===== src/rtl/cache_pkg.sv =====
`default_nettype none
// cache package: geometry, MESI encoding, bus opcodes and the address view of the L1 cache
package cache_pkg;

  // address split is tag | index | offset
  localparam int ADDR_W     = 16;
  localparam int OFFSET_W   = 4;
  localparam int INDEX_W    = 4;
  localparam int TAG_W      = 8;

  localparam int NUM_WAYS   = 4;
  localparam int WAY_W      = 2;
  localparam int NUM_SETS   = 16;
  localparam int LINE_BYTES = 16;
  localparam int LINE_W     = LINE_BYTES * 8;  // 128 bit line

  localparam int CNT_W      = 16;  // event counter width

  // line state, invalid is all zero so a cleared array reads as empty
  typedef enum logic [1:0] {
    ST_I = 2'b00,
    ST_S = 2'b01,
    ST_E = 2'b10,
    ST_M = 2'b11
  } mesi_e;

  // next level operations
  typedef enum logic [1:0] {
    OP_RD   = 2'b00,  // read, line may be shared
    OP_RDX  = 2'b01,  // read for ownership
    OP_UPGR = 2'b10,  // claim ownership of a shared line, no data
    OP_WB   = 2'b11   // write back a modified line
  } bus_op_e;

  typedef struct packed {
    logic [TAG_W-1:0]    tag;
    logic [INDEX_W-1:0]  index;
    logic [OFFSET_W-1:0] offset;
  } addr_fields_t;

  // the same word seen as a flat byte address or as its fields
  typedef union packed {
    logic [ADDR_W-1:0] raw;
    addr_fields_t      f;
  } cache_addr_u;

endpackage

`default_nettype wire


===== src/rtl/cache_way.sv =====
`timescale 1ns/1ps
`default_nettype none
// cache way: tag, MESI state and data line storage of one way for every set
module cache_way (
  input  wire logic                                CLK,
  input  wire logic                                RST,
  input  wire logic [cache_pkg::INDEX_W-1:0]      index,
  input  wire logic [cache_pkg::OFFSET_W-1:0]     wr_byte_sel,
  input  wire logic [cache_pkg::TAG_W-1:0]        tag_wdata,
  input  wire logic [cache_pkg::LINE_W-1:0]       line_wdata,
  input  wire logic [7:0]                          byte_wdata,
  input  wire cache_pkg::mesi_e                    state_wdata,
  input  wire logic                                line_we,
  input  wire logic                                byte_we,
  input  wire logic                                state_we,
  output logic [cache_pkg::TAG_W-1:0]              tag,
  output cache_pkg::mesi_e                         state,
  output logic [cache_pkg::LINE_W-1:0]             line
);

  logic [cache_pkg::TAG_W-1:0]  tag_mem   [cache_pkg::NUM_SETS];
  logic [cache_pkg::LINE_W-1:0] line_mem  [cache_pkg::NUM_SETS];
  cache_pkg::mesi_e             state_mem [cache_pkg::NUM_SETS];

  // every line starts invalid
  always_ff @(posedge CLK or negedge RST)
  begin
    if (!RST)
    begin
      for (int s = 0; s < cache_pkg::NUM_SETS; s++)
      begin
        state_mem[s] <= cache_pkg::ST_I;
      end
    end
    else if (state_we)
    begin
      state_mem[index] <= state_wdata;
    end
  end

  // a fill replaces tag and whole line, a processor write patches one byte
  always_ff @(posedge CLK)
  begin
    if (line_we)
    begin
      tag_mem[index]  <= tag_wdata;
      line_mem[index] <= line_wdata;
    end
    else if (byte_we)
    begin
      line_mem[index][wr_byte_sel*8 +: 8] <= byte_wdata;
    end
  end

  assign tag   = tag_mem[index];
  assign state = state_mem[index];
  assign line  = line_mem[index];

endmodule

`default_nettype wire


===== config.mk =====
export PLATFORM = sky130hd
export DESIGN_NAME = cache_way
export DESIGN_NICKNAME = d
export VERILOG_FILES = /design/src/rtl/cache_pkg.sv /design/src/rtl/cache_way.sv
export SDC_FILE = /design/constraint.sdc
export NUM_CORES = 2
export LEC_CHECK = 0
export BUFFER_PORTS_ARGS = -buffer_cell sky130_fd_sc_hd__buf_2
export CAP_MARGIN = 5
export CORE_AREA = 2 2 460 348
export DETAILED_ROUTE_END_ITERATION = 12
export DIE_AREA = 0 0 462 350
export GPL_TIMING_DRIVEN = 0
export PLACE_DENSITY = 0.78
export SYNTH_ARGS = -nofsm -noshare
export SYNTH_HDL_FRONTEND = slang
export SYNTH_SLANG_ARGS = --single-unit
export TNS_END_PERCENT = 5

===== constraint.sdc =====
create_clock -name CLK -period 2.44 [get_ports CLK]
set_input_delay 0.488 -clock CLK [delete_from_list [all_inputs] [get_ports CLK]]
set_output_delay 0.488 -clock CLK [all_outputs]
set_load 0.02 [all_outputs]

**Yosys cells after proc, flatten, opt, wreduce, memory -nomap -nowiden**

Memory sizes are Yosys's and may differ from the RTL's.
Index checks and enable logic that the tools add are counted.

- Bits in registers: 32
- Latch bits: 0
- RAM bits: 2176
- Memory bits (read-only): 0
- Input port bits: 159
- Output and inout port bits: 138
- Word-level logic and storage cells: 292
- Memories: 2

- $add $sub $neg: 1
- Multipliers: 0
- Divide/modulo/power cells: 0
- Magnitude comparators: 2
- Eq/ne operators: 0
- Shift-type cells: 2
- Mux-type cells: 139
- Bitwise gates (word level): 129
- Reduce and logical (&&, ||, !) cells: 1

Memory list:

| name | words | bits a word | read ports | clocked after Yosys merged registers in | write ports | RTL line | source |
|---|---|---|---|---|---|---|---|
| line_mem | 16 | 128 | 1 | 0 | 1 | cache_way.sv:22 | `logic [cache_pkg::LINE_W-1:0] line_mem [cache_pkg::NUM_SETS];` |
| tag_mem | 16 | 8 | 1 | 0 | 1 | cache_way.sv:21 | `logic [cache_pkg::TAG_W-1:0] tag_mem [cache_pkg::NUM_SETS];` |

Operators by type and width:

| cell | count |
|---|---|
| $mux W1 | 132 |
| $mux W128 | 1 |
| $or A1 B1 Y1 | 128 |
| $shift A8 B34 Y128 const A | 1 |
| $shiftx A8 B34 Y128 | 1 |
| $neg A7 Y34 | 1 |
| $bwmux W32 | 1 |
| $bmux W2 S4 | 1 |
| $demux W2 S4 | 1 |
| $mux W2 | 3 |
| $ge A5 B5 Y1 const B | 1 |
| $lt A5 B1 Y1 const B | 1 |
| $not A4 Y5 | 1 |
| $logic_and A1 B1 Y1 | 1 |

**Depth between registers and ports, before layout**

- Depth after elaboration: 6
- Mapped depth: 9
- Gate-level depth less buffers: 6

**Least setup slack after synthesis**

No wires, ideal clock.

- Kind: input -> register
- From: input port wr_byte_sel[2] (netlist name)
- To: memory line_mem[0][2] (netlist name), data pin
- Library setup time: 0.330 ns
- Arrival time: 2.743 ns
- Data required time: 2.110 ns
- Setup slack: -0.633 ns
- Stages: 7
- Buffers on the path: 2
- Cell sequence: buf_2 > nor3_1 > ha_1 > clkbuf_1 > nor3b_1 > nand2_1 > o21ai_0

- Word-level cells in the longest chain between the ends: 4
- Elaborated cells on any way between the ends: 5
- Classes of those cells: add/sub: 1; shift: 2; mux: 2

RTL lines:

| item | RTL line | source |
|---|---|---|
| start, declared | cache_way.sv:8 | `input wire logic [cache_pkg::OFFSET_W-1:0] wr_byte_sel,` |
| $neg A7 Y34 (*) | cache_way.sv:51 | `line_mem[index][wr_byte_sel*8 +: 8] <= byte_wdata;` |
| $shift A8 B34 Y128 | cache_way.sv:51 |  |
| $mux W128 (implied by the code) | cache_way.sv:51 |  |
| $mux W1 (no source line) (*) | n/a |  |
| end, declared | cache_way.sv:22 |  |

Every way passes the cells marked *; elsewhere a longest branch is shown, timed or not.

**Worst setup path after layout**

- From: register state_mem[9] (netlist name)
- To: output port state[1]

- Word-level cells in the longest chain between the ends: 3

RTL lines:

| item | RTL line | source |
|---|---|---|
| start, declared | cache_way.sv:23 | `cache_pkg::mesi_e state_mem [cache_pkg::NUM_SETS];` |
| start signal, assigned by index | cache_way.sv:32 | `state_mem[s] <= cache_pkg::ST_I;` |
| start signal, assigned by index | cache_way.sv:37 | `state_mem[index] <= state_wdata;` |
| $bmux W2 S4 | cache_way.sv:56 | `assign state = state_mem[index];` |
| $mux W2 (implied by the code) (2 in a row) | cache_way.sv:56 |  |
| end, declared | cache_way.sv:17 | `output cache_pkg::mesi_e state,` |

Every way passes these cells. The select of a mux whose other input is x is not followed.

==> run summary <==
Power per Cell Area - 799 mW/mm^2
Port Buf Inserts - 289
Clock Skews - 0 ns
status - complete, but fails checks
Post-Route WL - 240,000 um
gr usage total - 0.299
global-route wire length before repair - 336,000 um
Slew headroom - 0.292
chip height - 350 um
FP Rows - 126
post-synthesis sequential area ratio - 0.771
synth unique cells - 37
YS warnings - 0
crit path DAT - 2.39 ns
Post-synth EDFFs - 2,176
routed len/inst - 35.1 um
Worst setup SP type - flip-flop
pin count of the biggest net entering global routing - 33
Root Driver - clkbuf_16
endpoints failing hold - 0
Post-Synthesis Cell Area - 0.0858 mm^2
final slew viol count - 0
Synth top area share - 0.761
Synth top cells by count - 2,176 x edfxtp_1, 552 x mux4_2, 279 x nor2_1
failing checks - setup timing
CTS max path bufs - 3
io pins - 297
Final Wtd Congestion - 0.895
DRT antenna net count - 0
synthesized area per cell - 21.3 um^2
Cells after Synth - 4,022
post-layout net count - 4,702
reg2reg path depth - 1
minimum clock period - 2.87 ns
max frequency - 348 MHz
Remaining Overflow, GRT - 0
CTS tree - built
Synth async-reset ratio - 0.0145
DR pass1 iterations - 5
# Max-Cap Violations - 0
pre-CTS WS - -2.21 ns
Clock Sinks - 2,208
DRT iter0 DRCs - 7,050
worst reg2reg endpoint - state_mem[9]$_DFFE_PN0P_
Syn-to-layout area delta - 18.6%
Critical Path Fanout Max - 2
Worst Tran Pin Value - 1.06 ns
Leakage - 32.4 nW
worst hold path class - input port to flip-flop
DIE WIDTH - 462 um
Final Setup Violations - 1,834
critical path class - flip-flop to output pin
Synth Register Bits - 2,208
Crit. End Element - output pin
initial antenna violation count - 42
layout cells sized above 1 - 0.446
count leader, synth - edfxtp_1
Final period util - 1.18
clock insertion delay at the later pin of the skew report - 0.85 ns
Post-synth top flop - edfxtp_1
Pwr Total - 81.3 mW
Min-Delay Path Depth - 1
layout filler cell count - 9,650
HPWL Detailed - 156,000 um
unrepaired setup endpoints after global routing - yes
Max IR drop VDD - 0.649 mV
number of global-route vias before repair - 45.2k
critical path required time - 1.95 ns
DRC - 0
total CTS buffers - 203
hold_sp - tag_wdata[4]
R2R Setup Slk - 1.62 ns
post-route setup slack - -0.433 ns
Starting Density - 0.547
top post-synthesis cells by area - edfxtp_1 76%, mux4_2 14%, a22oi_1 2.4%
Total Die Area - 0.162 mm^2
Vias/cell - 6.71
Worst-path clk slew - 0.06 ns
r2r startpoint - state_mem[9]$_DFFE_PN0P_
H-Tree Depth - 4
Synthesized Nets - 4,183
hold endpoint - tag_mem[6][4]$_DFFE_PP_
via total after detailed routing - 45.9k
Synth area leader - edfxtp_1
Core ar. - 0.157 mm^2
-- through the flow --
| step | cells | hold slack (ns) | util | cell area (um^2) | setup TNS (ns) |
|---|---|---|---|---|---|
| after global placement | 6423 | 0.481 | 0.585 | 91800 | -5971.37 |
| after detailed placement | 6425 | 0.491 | 0.586 | 91900 | -5587.20 |
| after floorplan | 4022 | 0.192 | - | 87800 | -170.73 |
| final | 6841 | 0.0542 | 0.649 | 102000 | -170.36 |
| after global routing | 6831 | 0.0317 | 0.649 | 102000 | -222.96 |
| after CTS | 6809 | 0.00491 | 0.645 | 101000 | -272.75 |
-- power breakdown --
part	switching, mW	internal, mW	total, mW
logic	4.24	2.58	6.82
clock network	14.3	17.3	31.6
registers	0.259	42.6	42.9
-- flip-flops by register name (all words and copies together) (netlist names) --
| register | flops |
|---|---|
| state_mem | 32 |
| line_mem | 2048 |
| tag_mem | 128 |
-- worst max path at each step --
| stage | from | to | slack, ns | depth (start not counted) |
|---|---|---|---|---|
| floorplan | index[1] | line_mem[3][88]$_DFFE_PP_ | -0.12 | 7 |
| finish | state_mem[9]$_DFFE_PN0P_ | state[1] | -0.43 | 4 |
| detailed placement | index[0] | line_mem[3][83]$_DFFE_PP_ | -2.21 | 7 |
| CTS | state_mem[9]$_DFFE_PN0P_ | state[1] | -0.43 | 4 |
| global placement | index[1] | tag_mem[3][0]$_DFFE_PP_ | -3.04 | 7 |
| global route | line_mem[3][64]$_DFFE_PP_ | line[64] | -0.47 | 4 |
-- repair_timing --
| item | in CTS | in global routing |
|---|---|---|
| hold buffers | 6 | 0 |
| hold endpoints to repair | 71 | 0 |
| pin swaps | 250 | 26 |
| setup buffers | 8 | 7 |
| resized for setup | 796 | 149 |
| endpoints found under the setup margin | 3559 | 3466 |
| cloned | 3 | 0 |
-- critical path, stage by stage, from the launching register on --
cell,delay [ns]
dfrtp_1,0.42
mux4_2,0.51
a22oi_2,0.24
nand2_2,0.18
buf_6,0.18
-- cell families after synthesis --
group | synth area share
xor gates and xnor gates | 0.000102
AOI/OAI and AO/OA | 0.0263
muxes | 0.164
adders and majority gates | 0.000291
and+or+nand+nor | 0.0259
buffers and inverters | 0.0126
DFF | 0.771
-- cell usage in the layout, fill, tap and decap left out, types with 5 or more instances in the layout --
cell type	Yosys	layout
a21oi_2	0	12
a22oi_1	276	78
a22oi_2	0	198
and2_1	13	14
and3_1	15	15
buf_12	0	12
buf_2	68	186
buf_4	0	42
buf_6	0	166
bufinv_16	0	18
clkbuf_1	150	55
clkbuf_16	0	208
clkbuf_2	0	64
clkbuf_4	0	46
clkbuf_8	0	16
clkinv_1	1	44
clkinv_2	0	36
clkinvlp_4	0	6
dfrtp_1	32	32
diode_2	0	25
dlygate4sd3_1	0	6
edfxtp_1	2176	2176
inv_1	15	15
inv_16	0	5
mux2_2	140	124
mux2_4	0	16
mux2i_4	0	9
mux4_2	552	552
nand2_1	181	96
nand2_2	0	75
nand2_4	0	10
nand3_1	16	12
nand4_1	7	7
nor2_1	279	31
nor2_2	0	78
nor2_4	0	170
nor2b_1	12	12
o21ai_2	0	8
-- layer usage --
metal	track usage	wire length, um	vias up
met1	0.412	87200	24000
met4	0.180	15900	0
met2	0.441	110000	3357
met5	0	0	-
li1	-	-	17900
met3	0.0691	26500	624
-- layout make-up --
cell class	instances	area, um^2	share of cell area
antenna	25	62.6	0.000615
buffer	249	2120	0.0209
clock buffer	246	5240	0.0515
clock inverter	122	1260	0.0124
inverter	16	60.1	0.000590
multi-input combinational	1548	21700	0.213
sequential	2208	66100	0.650
tap	2112	2640	0.0260
timing repair buffer	315	2520	0.0248
(Power assumes the default switching activity.)
