===== config.mk =====
export PLATFORM = sky130hd
export DESIGN_NAME = cache_ctrl
export DESIGN_NICKNAME = d
export VERILOG_FILES = /design/src/rtl/cache_pkg.sv /design/src/rtl/cache_ctrl.sv
export SDC_FILE = /design/constraint.sdc
export NUM_CORES = 1
export LEC_CHECK = 0
export BUFFER_PORTS_ARGS = -buffer_cell sky130_fd_sc_hd__buf_4
export CORE_AREA = 2 2 386 388
export DETAILED_ROUTE_END_ITERATION = 10
export DIE_AREA = 0 0 388 390
export PLACE_DENSITY = 0.3
export SYNTH_ARGS = -nofsm -noshare
export SYNTH_HDL_FRONTEND = slang
export SYNTH_SLANG_ARGS = --single-unit

===== constraint.sdc =====
create_clock -name CLK -period 17.1 [get_ports CLK]
set_input_delay 1.71 -clock CLK [delete_from_list [all_inputs] [get_ports CLK]]
set_output_delay 1.71 -clock CLK [all_outputs]
set_load 0.005 [all_outputs]

===== src/rtl/cache_pkg.sv =====
`default_nettype none
// cache package: geometry, MESI encoding, bus opcodes and the address view of the L1 cache
package cache_pkg;

  // address split is tag | index | offset
  localparam int ADDR_W     = 16;
  localparam int OFFSET_W   = 4;
  localparam int INDEX_W    = 4;
  localparam int TAG_W      = 8;

  localparam int NUM_WAYS   = 4;
  localparam int WAY_W      = 2;
  localparam int NUM_SETS   = 16;
  localparam int LINE_BYTES = 16;
  localparam int LINE_W     = LINE_BYTES * 8;  // 128 bit line

  localparam int CNT_W      = 16;  // event counter width

  // line state, invalid is all zero so a cleared array reads as empty
  typedef enum logic [1:0] {
    ST_I = 2'b00,
    ST_S = 2'b01,
    ST_E = 2'b10,
    ST_M = 2'b11
  } mesi_e;

  // next level operations
  typedef enum logic [1:0] {
    OP_RD   = 2'b00,  // read, line may be shared
    OP_RDX  = 2'b01,  // read for ownership
    OP_UPGR = 2'b10,  // claim ownership of a shared line, no data
    OP_WB   = 2'b11   // write back a modified line
  } bus_op_e;

  typedef struct packed {
    logic [TAG_W-1:0]    tag;
    logic [INDEX_W-1:0]  index;
    logic [OFFSET_W-1:0] offset;
  } addr_fields_t;

  // the same word seen as a flat byte address or as its fields
  typedef union packed {
    logic [ADDR_W-1:0] raw;
    addr_fields_t      f;
  } cache_addr_u;

endpackage

`default_nettype wire


===== src/rtl/cache_ctrl.sv =====
`timescale 1ns/1ps
`default_nettype none
// cache controller: serves processor and snoop requests, keeps MESI states, drives the next level
module cache_ctrl (
  input  wire logic                              CLK,
  input  wire logic                              RST,
  input  wire logic                              cpu_req,
  input  wire logic                              cpu_we,
  input  wire logic [cache_pkg::ADDR_W-1:0]      cpu_addr,
  input  wire logic [7:0]                        cpu_wdata,
  output logic                                   cpu_ack,
  output logic [7:0]                             cpu_rdata,
  output logic                                   mem_req,
  output cache_pkg::bus_op_e                     mem_op,
  output logic [cache_pkg::ADDR_W-1:0]           mem_addr,
  output logic [cache_pkg::LINE_W-1:0]           mem_wdata,
  input  wire logic                              mem_ack,
  input  wire logic [cache_pkg::LINE_W-1:0]      mem_rdata,
  input  wire logic                              mem_shared,
  input  wire logic                              snoop_req,
  input  wire logic                              snoop_rdx,
  input  wire logic [cache_pkg::ADDR_W-1:0]      snoop_addr,
  output logic                                   snoop_ack,
  output logic                                   snoop_hit,
  output logic                                   snoop_dirty,
  output logic [cache_pkg::LINE_W-1:0]           snoop_data,
  input  wire logic                              hit,
  input  wire logic [cache_pkg::WAY_W-1:0]       hit_way,
  input  wire cache_pkg::mesi_e                  hit_state,
  input  wire logic [cache_pkg::LINE_W-1:0]      hit_line,
  input  wire logic [7:0]                        rd_byte,
  input  wire logic [cache_pkg::WAY_W-1:0]       victim_way,
  input  wire cache_pkg::mesi_e                  victim_state,
  input  wire logic [cache_pkg::TAG_W-1:0]       victim_tag,
  input  wire logic [cache_pkg::LINE_W-1:0]      victim_line,
  output logic [cache_pkg::INDEX_W-1:0]          index,
  output logic [cache_pkg::TAG_W-1:0]            lookup_tag,
  output logic [cache_pkg::OFFSET_W-1:0]         offset,
  output logic [cache_pkg::WAY_W-1:0]            rr_way,
  output logic [cache_pkg::TAG_W-1:0]            tag_wdata,
  output logic [cache_pkg::LINE_W-1:0]           line_wdata,
  output logic [7:0]                             byte_wdata,
  output cache_pkg::mesi_e                       state_wdata,
  output logic [cache_pkg::NUM_WAYS-1:0]         line_we,
  output logic [cache_pkg::NUM_WAYS-1:0]         byte_we,
  output logic [cache_pkg::NUM_WAYS-1:0]         state_we,
  output logic [cache_pkg::CNT_W-1:0]            rd_hit_cnt,
  output logic [cache_pkg::CNT_W-1:0]            rd_miss_cnt,
  output logic [cache_pkg::CNT_W-1:0]            wr_hit_cnt,
  output logic [cache_pkg::CNT_W-1:0]            wr_miss_cnt
);

  typedef enum logic [2:0] {
    S_IDLE,
    S_LOOKUP,
    S_UPDATE,
    S_WB,
    S_FILL,
    S_UPGR,
    S_ACK
  } ctrl_state_e;

  ctrl_state_e              st;
  logic                     snp;     // current request came from the snoop channel
  logic                     miss_r;  // first lookup of this access missed
  logic [cache_pkg::WAY_W-1:0] rr_ptr [cache_pkg::NUM_SETS];
  cache_pkg::cache_addr_u   cur_a;
  cache_pkg::cache_addr_u   mem_a;
  logic                     bus_done;
  logic                     fill_done;

  // requester holds its address stable until ack, so no copy is kept
  always_comb
  begin
    cur_a.raw = snp ? snoop_addr : cpu_addr;
  end

  assign index      = cur_a.f.index;
  assign lookup_tag = cur_a.f.tag;
  assign offset     = cur_a.f.offset;
  assign rr_way     = rr_ptr[cur_a.f.index];

  assign bus_done  = mem_req && mem_ack;
  assign fill_done = (st == S_FILL) && bus_done;

  // line address on the bus, victim tag during write back
  always_comb
  begin
    mem_a.f.tag    = (st == S_WB) ? victim_tag : cur_a.f.tag;
    mem_a.f.index  = cur_a.f.index;
    mem_a.f.offset = '0;
  end

  assign mem_addr  = mem_a.raw;
  assign mem_wdata = victim_line;

  always_comb
  begin
    case (st)
      S_WB:    mem_op = cache_pkg::OP_WB;
      S_UPGR:  mem_op = cache_pkg::OP_UPGR;
      default: mem_op = cpu_we ? cache_pkg::OP_RDX : cache_pkg::OP_RD;
    endcase
  end

  assign tag_wdata  = cur_a.f.tag;
  assign line_wdata = mem_rdata;
  assign byte_wdata = cpu_wdata;

  // way write strobes, fills go to the victim, updates to the hit way
  always_comb
  begin
    line_we     = '0;
    byte_we     = '0;
    state_we    = '0;
    state_wdata = cache_pkg::ST_I;
    if (fill_done)
    begin
      line_we[victim_way]  = 1'b1;
      state_we[victim_way] = 1'b1;
      // a write fill is exclusive, the update that follows makes it M
      state_wdata = (cpu_we || !mem_shared) ? cache_pkg::ST_E : cache_pkg::ST_S;
    end
    else if (st == S_UPDATE && hit)
    begin
      if (snp)
      begin
        state_we[hit_way] = 1'b1;
        state_wdata = snoop_rdx ? cache_pkg::ST_I : cache_pkg::ST_S;
      end
      else if (cpu_we)
      begin
        byte_we[hit_way]  = 1'b1;
        state_we[hit_way] = 1'b1;
        state_wdata = cache_pkg::ST_M;
      end
    end
  end

  always_ff @(posedge CLK or negedge RST)
  begin
    if (!RST)
    begin
      st          <= S_IDLE;
      snp         <= 1'b0;
      miss_r      <= 1'b0;
      cpu_ack     <= 1'b0;
      snoop_ack   <= 1'b0;
      snoop_hit   <= 1'b0;
      snoop_dirty <= 1'b0;
      mem_req     <= 1'b0;
      rd_hit_cnt  <= '0;
      rd_miss_cnt <= '0;
      wr_hit_cnt  <= '0;
      wr_miss_cnt <= '0;
      for (int s = 0; s < cache_pkg::NUM_SETS; s++)
      begin
        rr_ptr[s] <= '0;
      end
    end
    else
    begin
      case (st)
        S_IDLE:
        begin
          miss_r <= 1'b0;
          if (snoop_req)  // snoop wins a tie
          begin
            snp <= 1'b1;
            st  <= S_LOOKUP;
          end
          else if (cpu_req)
          begin
            snp <= 1'b0;
            st  <= S_LOOKUP;
          end
        end
        S_LOOKUP:
        begin
          if (snp || (hit && !(cpu_we && hit_state == cache_pkg::ST_S)))
            st <= S_UPDATE;
          else if (hit)
            st <= S_UPGR;  // write to a shared line
          else
          begin
            miss_r <= 1'b1;
            st     <= (victim_state == cache_pkg::ST_M) ? S_WB : S_FILL;
          end
        end
        S_UPDATE:
        begin
          st <= S_ACK;
          if (snp)
          begin
            snoop_ack   <= 1'b1;
            snoop_hit   <= hit;
            snoop_dirty <= hit && (hit_state == cache_pkg::ST_M);
          end
          else
          begin
            cpu_ack <= 1'b1;
            // each access is counted once, when it is acknowledged
            if (cpu_we && miss_r)
              wr_miss_cnt <= wr_miss_cnt + 1'b1;
            else if (cpu_we)
              wr_hit_cnt <= wr_hit_cnt + 1'b1;
            else if (miss_r)
              rd_miss_cnt <= rd_miss_cnt + 1'b1;
            else
              rd_hit_cnt <= rd_hit_cnt + 1'b1;
          end
        end
        S_WB, S_FILL, S_UPGR:
        begin
          if (bus_done)
          begin
            mem_req <= 1'b0;
            if (st == S_WB)
              st <= S_FILL;
            else if (st == S_FILL)
            begin
              rr_ptr[cur_a.f.index] <= rr_ptr[cur_a.f.index] + 1'b1;
              st <= S_LOOKUP;  // look again, the filled line now hits
            end
            else
              st <= S_UPDATE;
          end
          else if (!mem_req && !mem_ack)
            mem_req <= 1'b1;  // previous bus ack must be gone first
        end
        S_ACK:
        begin
          if (snp && !snoop_req)
          begin
            snoop_ack <= 1'b0;
            st        <= S_IDLE;
          end
          else if (!snp && !cpu_req)
          begin
            cpu_ack <= 1'b0;
            st      <= S_IDLE;
          end
        end
        default: st <= S_IDLE;
      endcase
    end
  end

  // returned data, valid while the matching ack is high
  always_ff @(posedge CLK)
  begin
    if (st == S_UPDATE)
    begin
      cpu_rdata  <= rd_byte;
      snoop_data <= hit_line;
    end
  end

endmodule

`default_nettype wire


### After elaboration in Yosys (flattened, before gate mapping)

Index checks and enable logic that the tools add are counted.

| operators by class | value |
|---|---|
| multiplexer cells | 53 |
| order comparisons | 6 |
| reductions and logical operators | 40 |
| add/sub/neg operators | 5 |
| bitwise operators | 6 |
| equality and inequality tests | 19 |

Operator list:

| cell | count |
|---|---|
| 16-bit by 1-bit adder with 16-bit output (second input constant) | 4 |
| 32-bit bitwise mux | 1 |
| 4-bit 2-to-1 mux | 8 |
| 3-bit 2-to-1 mux | 9 |
| 2-bit 2-to-1 mux | 9 |
| 16-bit 2-to-1 mux | 1 |
| 2-bit inequality test (second input constant) | 8 |
| 1-bit 2-to-1 mux | 15 |
| 3-bit one-hot mux with 5 select lines | 1 |
| 1-bit logical AND | 13 |
| 3-bit AND reduction | 4 |
| 4-bit AND reduction | 3 |
| 5-bit AND reduction | 2 |
| 3-bit equality test (second input constant) | 3 |
| 2-bit binary-select mux with 4-bit select | 1 |
| 2-bit demux with 4-bit select | 1 |
| 8-bit 2-to-1 mux | 1 |
| 2-bit nonzero test | 4 |
| 1-bit logical NOT | 7 |
| 3-bit by 2-bit equality test with 1-bit output (second input constant) | 2 |
| 2-bit by 3-bit < comparator with 1-bit output (second input constant) | 2 |
| 3-bit inequality test (second input constant) | 2 |
| 1-bit one-hot mux with 2 select lines | 3 |
| 2-bit AND reduction | 3 |
| 14 further kinds | 22 |

| storage, ports and cells | value |
|---|---|
| output and inout bits | 527 |
| bits of input ports | 457 |
| flip-flop bits (word level) | 242 |
| word-level logic and storage cells | 159 |

### Logic depth before layout (Yosys ltp)

Gate-level depths: netlist (run 1).

| logic depth | value |
|---|---|
| depth after elaboration | 8 |
| mapped depth | 9 |
| mapped depth without buffers | 8 |

### Worst setup path before layout (run 1)

Ideal clock, no wire load.

| timing path | value |
|---|---|
| path type | register -> output |
| start | reg st[0] |
| end | out state_we[0] (netlist name) |
| arrival time | 12029 ps |
| slack | 3361 ps |
| cell stages (with the launch flop) | 5 |
| path buffers | 1 |
| cells stage by stage | dfrtp_1 > clkbuf_1 > nor3_1 > o211ai_1 > o21bai_1 |

| on the way | value |
|---|---|
| cells in the longest elaborated chain, start to end | 4 |
| elaborated cells on any way between the ends | 6 |
| classes of those cells | eq/ne (2); mux (2); reduce/logical (2) |

RTL lines:

| item | line | source |
|---|---|---|
| from (decl) | cache_ctrl.sv:63 | `ctrl_state_e st;` |
| from (signal assigned) | cache_ctrl.sv:187 | `st <= (victim_state == cache_pkg::ST_M) ? S_WB : S_FILL;` |
| 3-bit by 2-bit equality test with 1-bit output | cache_ctrl.sv:124 | `else if (st == S_UPDATE && hit)` |
| 1-bit logical AND | cache_ctrl.sv:124 |  |
| 4-bit 2-to-1 mux | cache_ctrl.sv:124 |  |
| 4-bit 2-to-1 mux (*) | cache_ctrl.sv:117 | `if (fill_done)` |
| to (decl) | cache_ctrl.sv:46 | `output logic [cache_pkg::NUM_WAYS-1:0] state_we,` |

Mark *: on every way between the ends. The rest lies on a longest branch, timed or not.

### Worst setup path in the final report (run 1)

| timing path | value |
|---|---|
| start | in cpu_addr[6] (netlist name) |
| end | out rr_way[1] (netlist name) |

| on the way | value |
|---|---|
| cells in the longest elaborated chain, start to end | 5 |

RTL lines:

| item | line | source |
|---|---|---|
| from (decl) | cache_ctrl.sv:9 | `input wire logic [cache_pkg::ADDR_W-1:0] cpu_addr,` |
| 16-bit 2-to-1 mux | cache_ctrl.sv:75 | `cur_a.raw = snp ? snoop_addr : cpu_addr;` |
| 4-bit NOT with 5-bit output (implied by the code) | cache_ctrl.sv:81 | `assign rr_way = rr_ptr[cur_a.f.index];` |
| 2-bit binary-select mux with 4-bit select | cache_ctrl.sv:81 |  |
| 2-bit 2-to-1 mux (implied by the code) (2 in a row) | cache_ctrl.sv:81 |  |
| to (decl) | cache_ctrl.sv:39 | `output logic [cache_pkg::WAY_W-1:0] rr_way,` |

No other way between the ends. The select of a mux whose other input is x is not followed.

==> impl_metrics.ini, run 1 <==
[cells_and_area]
fillers = 16820
syn_to_final_growth_pct = 41.97
seq_area_um2 = 6738
multi_input_area_um2 = 2699
nets = 1617
layout-drive-gt1-share_pct = 47.33

[pwr]
power_switching_share_pct = 31.63
intPower_w = 0.001443
cellPowerDensity_nw_per_um2 = 127.5
cellLeakagePower_nw = 6.572
seq_power_share_pct = 39.1
vdd_drop_max_v = 0.00004863
p_switching_w = 0.0006676
clkPwrFrac_pct = 34.9
combPwrFrac_pct = 25.9
p_total_w = 0.002111

[routing]
vias_per_cell = 2.553
detail-route-antenna-nets = 0
wl_um = 53800
wire_per_inst_um = 17.29
num_vias = 7944
dr.pass1.iters = 4
drt_iter0_markers = 315
drc = 0

[global_routing]
grt.total_usage_pct = 6.717
grt_pass1_vias = 8067
grt_pass1_wl_um = 70590
antenna_found_initial = 8
overflow = 0
grt_max_degree = 68

[synthesis]
yosysMostFrequentCell = buf_4
seq_area_frac_synth_pct = 57.76
postSynthCellCount = 954
synth_flop_cell = edfxtp_1
async_reset_ff_share_pct = 43.80
yosys_register_bits = 242
synthTopCellsByCount = 281 x buf_4, 136 x edfxtp_1, 106 x dfrtp_1
yosysTopAreaCell = edfxtp_1
syn_area_um2 = 11660
synth_top_area_share_pct = 35.02
synth_edf_count = 136
synth_cell_types = 58
syn_area_per_cell_um2 = 12.22
yosys_warnings = 0
synth_area_leaders = edfxtp_1 35%, dfrtp_1 23%, buf_4 18%

[clocking]
cts_sinks = 242
clock_latency_ns = 0.56
htreeDepth = 2
cts_buffer_depth = 3
postCtsSetupBuffers = 0
cts_made_buffers = 34
cts_resized = 0
path_clk_slew_ns = 0.05
cts-hold-fix-buffers = 0
cts-root-buf = clkbuf_16
cts_tree = built

[timing]
holdWs_ns = 0.4729
rsz0062_at_grt = no
finalHoldViolations = 0
fin_skew_ns = 0.03501
drv_slew = 0
worst_slew_pin_slew_ns = 1.043
finalCriticalPeriod_ns = 5.323
fin_crit_sh_pct = 31.13
fin_setup_tns_ns = 0
setup_viol = 0
slew_headroom_pct = 30.49
fmaxAchievable_mhz = 187.9

[critical_path]
reg2regPathDepth = 6
rrSetupSlack_ns = 13.44
critical_path_arrival_ns = 3.61
crit_path_end = rr_way[1]
crit_start = cpu_addr[6]
required_ns = 15.39
cp-start-kind = primary input
reg2reg_from = snp$_DFFE_PN0P_
crit_fanout = 14
crit_path_end_kind = output pin
critical_path_class = in2out
reg2reg_to = rr_ptr[11]$_DFFE_PN0P_

[place]
globalplace.congestion = 0.7486
port_buffers = 451
dp_hpwl_um = 44460

[floorplanning]
start_util_pct = 7.926
fp.dieH_um = 390
die_w_um = 388
core_area_um2 = 147100
rows = 141
ios = 984
design.die.area_um2 = 151300

[hold_path]
hp-class = reg2reg
hp-start = rd_hit_cnt[15]$_DFFE_PN0P_

[job]
max-cap-violations = 0

[outcome]
outcome = completed
[worst max-delay path: stages]
cell	delay, ns
buf_4	0.13
o32ai_2	0.88
o21ai_0	0.20
or3_1	0.40
nand3_1	0.15
buf_4	0.13
[per-layer routing]
metal | vias up | part of all wire (%) | GRT usage [%]
li1 | 3455 | - | -
met1 | 3775 | 33 | 6.434
met5 | - | 0.076 | 0
met2 | 550 | 52 | 12.45
met4 | 6 | 3.3 | 2.476
met3 | 158 | 11 | 3.132
[cell usage in the layout, fill, tap and decap left out, types with 10 or more instances in the layout]
master,count
buf_4,463
edfxtp_1,136
dfrtp_1,105
nand2_1,54
xnor2_1,43
nor2_1,36
clkbuf_16,35
a21oi_1,26
nand3_1,26
mux2_2,26
xor2_1,19
inv_1,16
o21ai_0,15
nor3_1,15
and3_1,12
a21o_1,12
a41oi_1,12
nand4_1,11
clkbuf_1,10
[cell type report]
class,instances,area share [%]
Tap cell,1930,14.58
Antenna cell,1,0.01511
Inverter,18,0.4081
Sequential cell,242,40.69
Multi-Input combinational cell,396,16.30
Timing Repair Buffer,463,20.99
Clock buffer,51,6.015
Clock inverter,11,0.9899
[through the flow]
stage                     utilization (%)  cells  instance area, um2  worst slack (ns)
after floorplan                         -    957               11670             3.361
after global placement              10.46   3049               15390             11.72
after detailed placement            10.46   3049               15390             11.74
after CTS                           11.25   3111               16550             11.73
after global routing                11.25   3111               16550             11.61
final                               11.25   3112               16560             11.78
[worst min-delay path by stage]
stage,to,slack [ns],cells after the start
3_5_place_dp,rr_ptr[30]$_DFFE_PN0P_,0.46,1
5_1_grt,rr_ptr[10]$_DFFE_PN0P_,0.49,1
4_1_cts,rr_ptr[10]$_DFFE_PN0P_,0.48,1
3_3_place_gp,rd_hit_cnt[15]$_DFFE_PN0P_,0.46,1
2_1_floorplan,rr_ptr[10]$_DFFE_PN0P_,0.44,1
6_report,rd_hit_cnt[15]$_DFFE_PN0P_,0.47,1
[flip-flops by register name (all words and copies together), names as in the netlist]
signal and count:
cpu_ack 1, cpu_rdata 8, mem_req 1, miss_r 1
rd_hit_cnt 16, rd_miss_cnt 16, rr_ptr 32, snoop_ack 1
snoop_data 128, snoop_dirty 1, snoop_hit 1, snp 1
st 3, wr_hit_cnt 16, wr_miss_cnt 16
[kinds of logic after synthesis]
| family | after synthesis | share of synthesized area, % |
|---|---|---|
| buf+inv | 319 | 19.36 |
| fa+ha+maj | 5 | 0.5364 |
| mux | 37 | 3.884 |
| xor+xnor | 62 | 4.656 |
| simple gates | 191 | 8.197 |
| compound gates | 97 | 5.568 |
| flops | 242 | 57.76 |
| other cells | 1 | 0.03215 |
[power groups by stage]
stage / clock (W) / sequential, W / combinational, W
finish: 0.000738 / 0.000826 / 0.000548
global route: 0.000799 / 0.000840 / 0.000601
CTS: 0.000781 / 0.000829 / 0.000568
detailed placement: 0 / 0.000839 / 0.000566
global placement: 0 / 0.000840 / 0.000566
floorplan: 0 / 0.000829 / 0.000297
(Power assumes the default switching activity.)
==> run 2: changes to the inputs <==
Settings changed: ABC_AREA from default to 1, CORE_AREA 2 2 386 388 to 2 2 383 385, DIE_AREA 0 0 388 390 to 0 0 385 387.
Clock period 17.1 ns to 4.8 ns, I/O delays scaled along.
==> run 2 against run 1 <==
Compared with the run above:
- sequential cell count did not move
- sequential power rose to 3.6 times the previous value
- final area rose by 3.3%
- routed wire length fell by 0.15%
- die area fell by 1.5%
- register-to-register slack got worse by 12 ns
- critical endpoint is now rr_way[0]
- area after synthesis rose by 4.6%
- hold slack got worse by 0.40 ns
- setup slack got worse by 11 ns
==> impl_metrics.ini, run 2 <==
[global_routing]
overflow = 0
grt_pass1_vias = 8719
grt.total_usage_pct = 6.899
antenna_found_initial = 7
grt_max_degree = 68
grt_pass1_wl_um = 71700

[hold_path]
hp-class = in2reg
hp-start = hit_line[32]
min_path_cells = 1
worst_hold_path.endpoint = snoop_data[32]$_DFFE_PN_

[synthesis]
synth.area.mux_share_pct = 0.09230
syn_area_um2 = 12200
yosys_warnings = 0
synth_compound_area_share_pct = 2.564
synthTopCellsByCount = 280 x buf_4, 234 x nand2_1, 136 x edfxtp_1
yosysMostFrequentCell = buf_4
async_reset_ff_share_pct = 43.80
yosys_register_bits = 242
seq_area_frac_synth_pct = 55.21
synth_area_leaders = edfxtp_1 33%, dfrtp_1 22%, buf_4 17%
synth_cell_types = 43
syn_area_per_cell_um2 = 10.24
synth_flop_cell = edfxtp_1
synth_top_family_by_area = buffers and inverters
synth_simple_gate_area_share_pct = 16.04
synth_top_area_share_pct = 33.47
synthAdderAreaFrac_pct = 0.5128
yosysTopAreaCell = edfxtp_1
synth_xor_area_share_pct = 4.164
synth_edf_count = 136
postSynthCellCount = 1191

[timing]
fmaxAchievable_mhz = 267.3
holdWs_ns = 0.07239
rsz0062_at_grt = no
setup_viol = 0
slew_headroom_pct = 33.38
fin_skew_ns = 0.02043
fin_setup_tns_ns = 0
finalCriticalPeriod_ns = 3.742
drv_slew = 0
worst_slew_pin_slew_ns = 0.9927
fin_crit_sh_pct = 77.95
finalHoldViolations = 0

[floorplanning]
rows = 140
start_util_pct = 8.422
design.die.area_um2 = 149000
ios = 984
die_w_um = 385
core_area_um2 = 144900
fp.dieH_um = 387

[critical_path]
reg2reg_from = snp$_DFFE_PN0P_
critPathBufInv = 2
crit_fanout = 27
worstPathCellList = inv_6 -> o21ai_1 -> nor2_1 -> nand2_1 -> nand2_1 -> nor2_4 -> buf_4
cp_top_family = simple AND/OR/NAND/NOR gates
rrSetupSlack_ns = 1.74
critical_path_arrival_ns = 3.26
path_common_cell = nand2_1
critPathSlowestCell = o21ai_1
slowest_delay_ns = 0.83
required_ns = 4.32
critical_path_class = reg2out
reg2reg_to = rr_ptr[29]$_DFFE_PN0P_
reg2regPathDepth = 9
cp-start-kind = flip-flop
crit_path_end_kind = output pin

[cells_and_area]
mostFrequentLayoutCell = buf_4
design_area_um2 = 17100
largest-register = snoop_data
nets = 1862
layout-drive-gt1-share_pct = 39.57
most-common-layout-cells = 456 x buf_4, 234 x nand2_1, 136 x edfxtp_1, 105 x dfrtp_1, 103 x inv_1
largest_reg_flops = 128
largest_registers = snoop_data: 128 flops, rr_ptr: 32 flops
syn_to_final_growth_pct = 40.14

[pwr]
vdd_drop_max_v = 0.0002306
cellLeakagePower_nw = 7.264
cellPowerDensity_nw_per_um2 = 490.2
p_total_w = 0.008382

[place]
dp_hpwl_um = 42750
dpl_cell_area_um2 = 15840
globalplace.congestion = 0.7180
port_buffers = 451

[clocking]
cts_buffer_depth = 3
cts_sinks = 242
cts_tree = built
clock_latency_ns = 0.57
cts-root-buf = clkbuf_16
postCtsSetupBuffers = 0
htreeDepth = 2
cts_made_buffers = 38
path_clk_slew_ns = 0.06

[routing]
vias_per_cell = 2.583
detail-route-antenna-nets = 0
wl_um = 53720
drc = 0
num_vias = 8644
dr.pass1.iters = 4
wire_per_inst_um = 16.05
drt_iter0_markers = 339

[job]
max-cap-violations = 0

[outcome]
outcome = completed
-- run 2: per-stage QoR --
stage,util [%],cells,setup slack [ns]
2_1_floorplan,-,1194,1.800
3_3_place_gp,10.94,3276,1.520
3_5_place_dp,10.94,3276,1.493
4_1_cts,11.80,3345,0.8257
5_1_grt,11.80,3345,0.7114
6_report,11.80,3346,1.058
-- run 2: worst max path at each step --
| stage | from | cells past startpoint | end | slack, ns |
|---|---|---|---|---|
| floorplan | st[0]$_DFFE_PN0P_ | 9 | wr_hit_cnt[13]$_DFFE_PN0P_ | 1.80 |
| global placement | st[2]$_DFFE_PN0P_ | 7 | state_wdata[0] | 1.52 |
| detailed placement | st[2]$_DFFE_PN0P_ | 7 | state_wdata[0] | 1.49 |
| CTS | st[2]$_DFFE_PN0P_ | 7 | state_wdata[0] | 0.83 |
| global route | st[2]$_DFFE_PN0P_ | 7 | state_wdata[0] | 0.71 |
| finish | snp$_DFFE_PN0P_ | 7 | rr_way[0] | 1.06 |
-- run 2: cell type report --
type                    instances  area (um2)
flip-flops and latches        242        6738
repair buffers                458        3445
clock inverters                22       229.0
clock buffers                  46        1012
well taps                    1917        2399
multi-input cells             553        2867
diodes                          1       2.502
fillers                     16570      127800
inverters                     107       406.6
-- run 2: cell families after synthesis --
| group | Yosys count |
|---|---|
| DFF | 242 |
| adders and majority gates | 5 |
| AOI/OAI and AO/OA | 57 |
| and+or+nand+nor | 428 |
| buffers and inverters | 399 |
| other | 1 |
| xor gates and xnor gates | 58 |
| muxes | 1 |
-- run 2: power by group --
part / internal, W / total (W) / leakage (nW) / switching, W
clock network: 0.00167 / 0.00284 / 0.585 / 0.00117
registers: 0.00274 / 0.00301 / 2.66 / 0.000271
logic: 0.000992 / 0.00253 / 4.02 / 0.00154
-- run 2: per-layer routing --
metal  GRT usage, %  vias up  wire length (um)
met5              0        -                 0
met4          3.338        0              2349
met3          2.687      143              5441
met2          11.42      522             24870
met1          7.683     4010             21050
li1               -     3969                 -
-- run 2: what timing repair did --
action	CTS	global route
hold buffers	1	0
gates resized for setup	0	0
endpoints found under the hold margin	52	0
==> run 3: changes to the inputs <==
Clock period 4.8 ns to 3.1 ns, I/O delays scaled along.
==> run 3 against run 2 <==
Compared with the run above:
- setup slack got worse by 0.79 ns
- clock skew grew 0.0090 ns
- clock power rose by 58%
- register-to-register slack worse by 0.92 ns
- sequential cell count did not move
- first-iteration DRC count is 5.3% higher
- global-route usage increased by 0.26 points
- final area grew 8.7%
- via count is 5.7% higher
- hold slack worse by 0.0091 ns
- critical endpoint is now line_we[1]
- highest routed layer unchanged
==> impl_metrics.ini, run 3 (synthesized netlist as in run 2, its figures left out) <==
[cells_and_area]
most-common-layout-cells = 462 x buf_4, 231 x nand2_1, 139 x dlygate4sd3_1, 136 x edfxtp_1, 103 x dfrtp_1
fillers = 16530
stdcell_count = 3486
largest-register = snoop_data
largest_registers = snoop_data: 128 flops, rr_ptr: 32 flops
largest_reg_flops = 128
postLayoutCoreUtil_pct = 12.83
nets = 2006
layout-drive-gt1-share_pct = 36.78
syn_to_final_growth_pct = 52.31
mostFrequentLayoutCell = buf_4

[clocking]
cts_sinks = 242
clock_latency_ns = 0.58
htreeDepth = 2
cts_tree = built
path_clk_slew_ns = 0.06
cts_buffer_depth = 3
cts-root-buf = clkbuf_16
cts_made_buffers = 37

[floorplanning]
die_w_um = 385
rows = 140
fp.dieH_um = 387
design.die.area_um2 = 149000
core_area_um2 = 144900
ios = 984
start_util_pct = 8.422

[critical_path]
slowest_delay_ns = 0.47
crit_path_end_kind = output pin
rrSetupSlack_ns = 0.82
required_ns = 2.79
cp-start-kind = flip-flop
critPathSlowestCell = dfrtp_2
worstPathCellList = nor2_2 -> nand2_2 -> nor2_4 -> buf_4 -> clkinvlp_4 -> or2_2 -> nor2_1 -> buf_4
reg2reg_from = st[1]$_DFFE_PN0P_
crit_start = st[1]$_DFFE_PN0P_
path_common_cell = buf_4
crit_fanout = 6
critical_path_class = reg2out
critical_path_arrival_ns = 2.53

[timing]
finalHoldViolations = 0
setup_viol = 0
rsz0062_at_grt = no
fin_skew_ns = 0.02944
fin_crit_sh_pct = 91.46
holdWs_ns = 0.06328
drv_slew = 0
postLayoutSetupSlackWorst_ns = 0.2648
worst_slew_pin_slew_ns = 1.058
finalCriticalPeriod_ns = 2.835
slew_headroom_pct = 29.48
fin_setup_tns_ns = 0
fmaxAchievable_mhz = 352.7

[place]
port_buffers = 451
pre_cts_ws_ns = 0.2410
globalplace.congestion = 0.7276
dpl.cell_count = 3281
dp_hpwl_um = 43360

[global_routing]
grt_pass1_vias = 9796
grt.total_usage_pct = 7.161
met1_usage_pct = 8.298
grtUsageMet3_pct = 2.238
grtUsageMet2_pct = 11.34
grt_max_degree = 137
overflow = 0
antenna_found_initial = 3
grt_pass1_wl_um = 75400
grt-busiest-layer = met2

[routing]
num_vias = 9134
detail-route-antenna-nets = 0
vias_per_cell = 2.620
wl_um = 55500
drc = 0
drt_iter0_markers = 357
wire_per_inst_um = 15.92
dr.pass1.iters = 4

[outcome]
outcome = completed

[job]
max-cap-violations = 0

[pwr]
cellPowerDensity_nw_per_um2 = 719.2
cellLeakagePower_nw = 7.891
vdd_drop_max_v = 0.0003447

[hold_path]
hp-class = in2reg
hp-start = hit
[run 3: cell count changes in the layout (fill, tap and decap cells not counted), sizes merged]
cell | previous run | this run
bufinv | 3 | 6
buf | 457 | 464
clkinv | 11 | 7
diode | 1 | 3
clkbuf | 46 | 45
clkinvlp | 7 | 2
dlygate4sd3 | 1 | 139
[run 3: repair_timing]
item                                    4_1_cts  5_1_grt
hold buffers                                139        0
endpoints found under the hold margin       211        0
endpoints found under the setup margin        9        4
pin swaps                                     0        1
cloned                                        0        0
setup buffers                                 0        2
gates resized for setup                       8        6
[run 3: cell type report]
cell class	instances	area [um2]	area share, %
inverters	107	410.4	2.208
well taps	1917	2399	12.91
multi-input cells	553	2910	15.66
clock inverters	16	239.0	1.286
repair buffers	603	4891	26.32
flip-flops and latches	242	6740	36.27
clock buffers	45	985.9	5.306
diodes	3	7.507	0.04040
[run 3: worst paths after layout]
path	to	depth (start not counted)
setup reg to reg	rr_ptr[8]$_DFFE_PN0P_	12
min in group asynchronous	wr_miss_cnt[6]$_DFFE_PN0P_	2
hold / removal	miss_r$_DFFE_PN0P_	4
hold reg to reg	wr_miss_cnt[15]$_DFFE_PN0P_	1
max in group asynchronous	rr_ptr[21]$_DFFE_PN0P_	3
setup / recovery	line_we[1]	8
[run 3: stage by stage]
step           power, W  cell area (um2)
2_1_floorplan  0.006796            12210
3_3_place_gp   0.009010            15890
3_5_place_dp   0.008933            15890
4_1_cts         0.01384            18540
5_1_grt         0.01434            18580
6_report        0.01336            18580
[run 3: per-layer routing]
metal	up-vias	routed length (um)	share of wire (%)
met3	148	4679	8.4
li1	4256	-	-
met5	-	0	0
met1	4217	22630	41
met4	0	3570	6.4
met2	513	24620	44
[run 3: power by group]
part / total, W / internal [W] / switching (W)
logic: 0.00424 / 0.00172 / 0.00252
registers: 0.00464 / 0.00425 / 0.000388
clock network: 0.00448 / 0.00274 / 0.00174
[run 3: critical path, delay by kind of cell, from the launching register on]
| kind | cells | cell delay, ns |
|---|---|---|
| AND/OR/NAND/NOR | 5 | 0.97 |
| buffers and inverters | 3 | 0.51 |
| flip-flops | 1 | 0.47 |
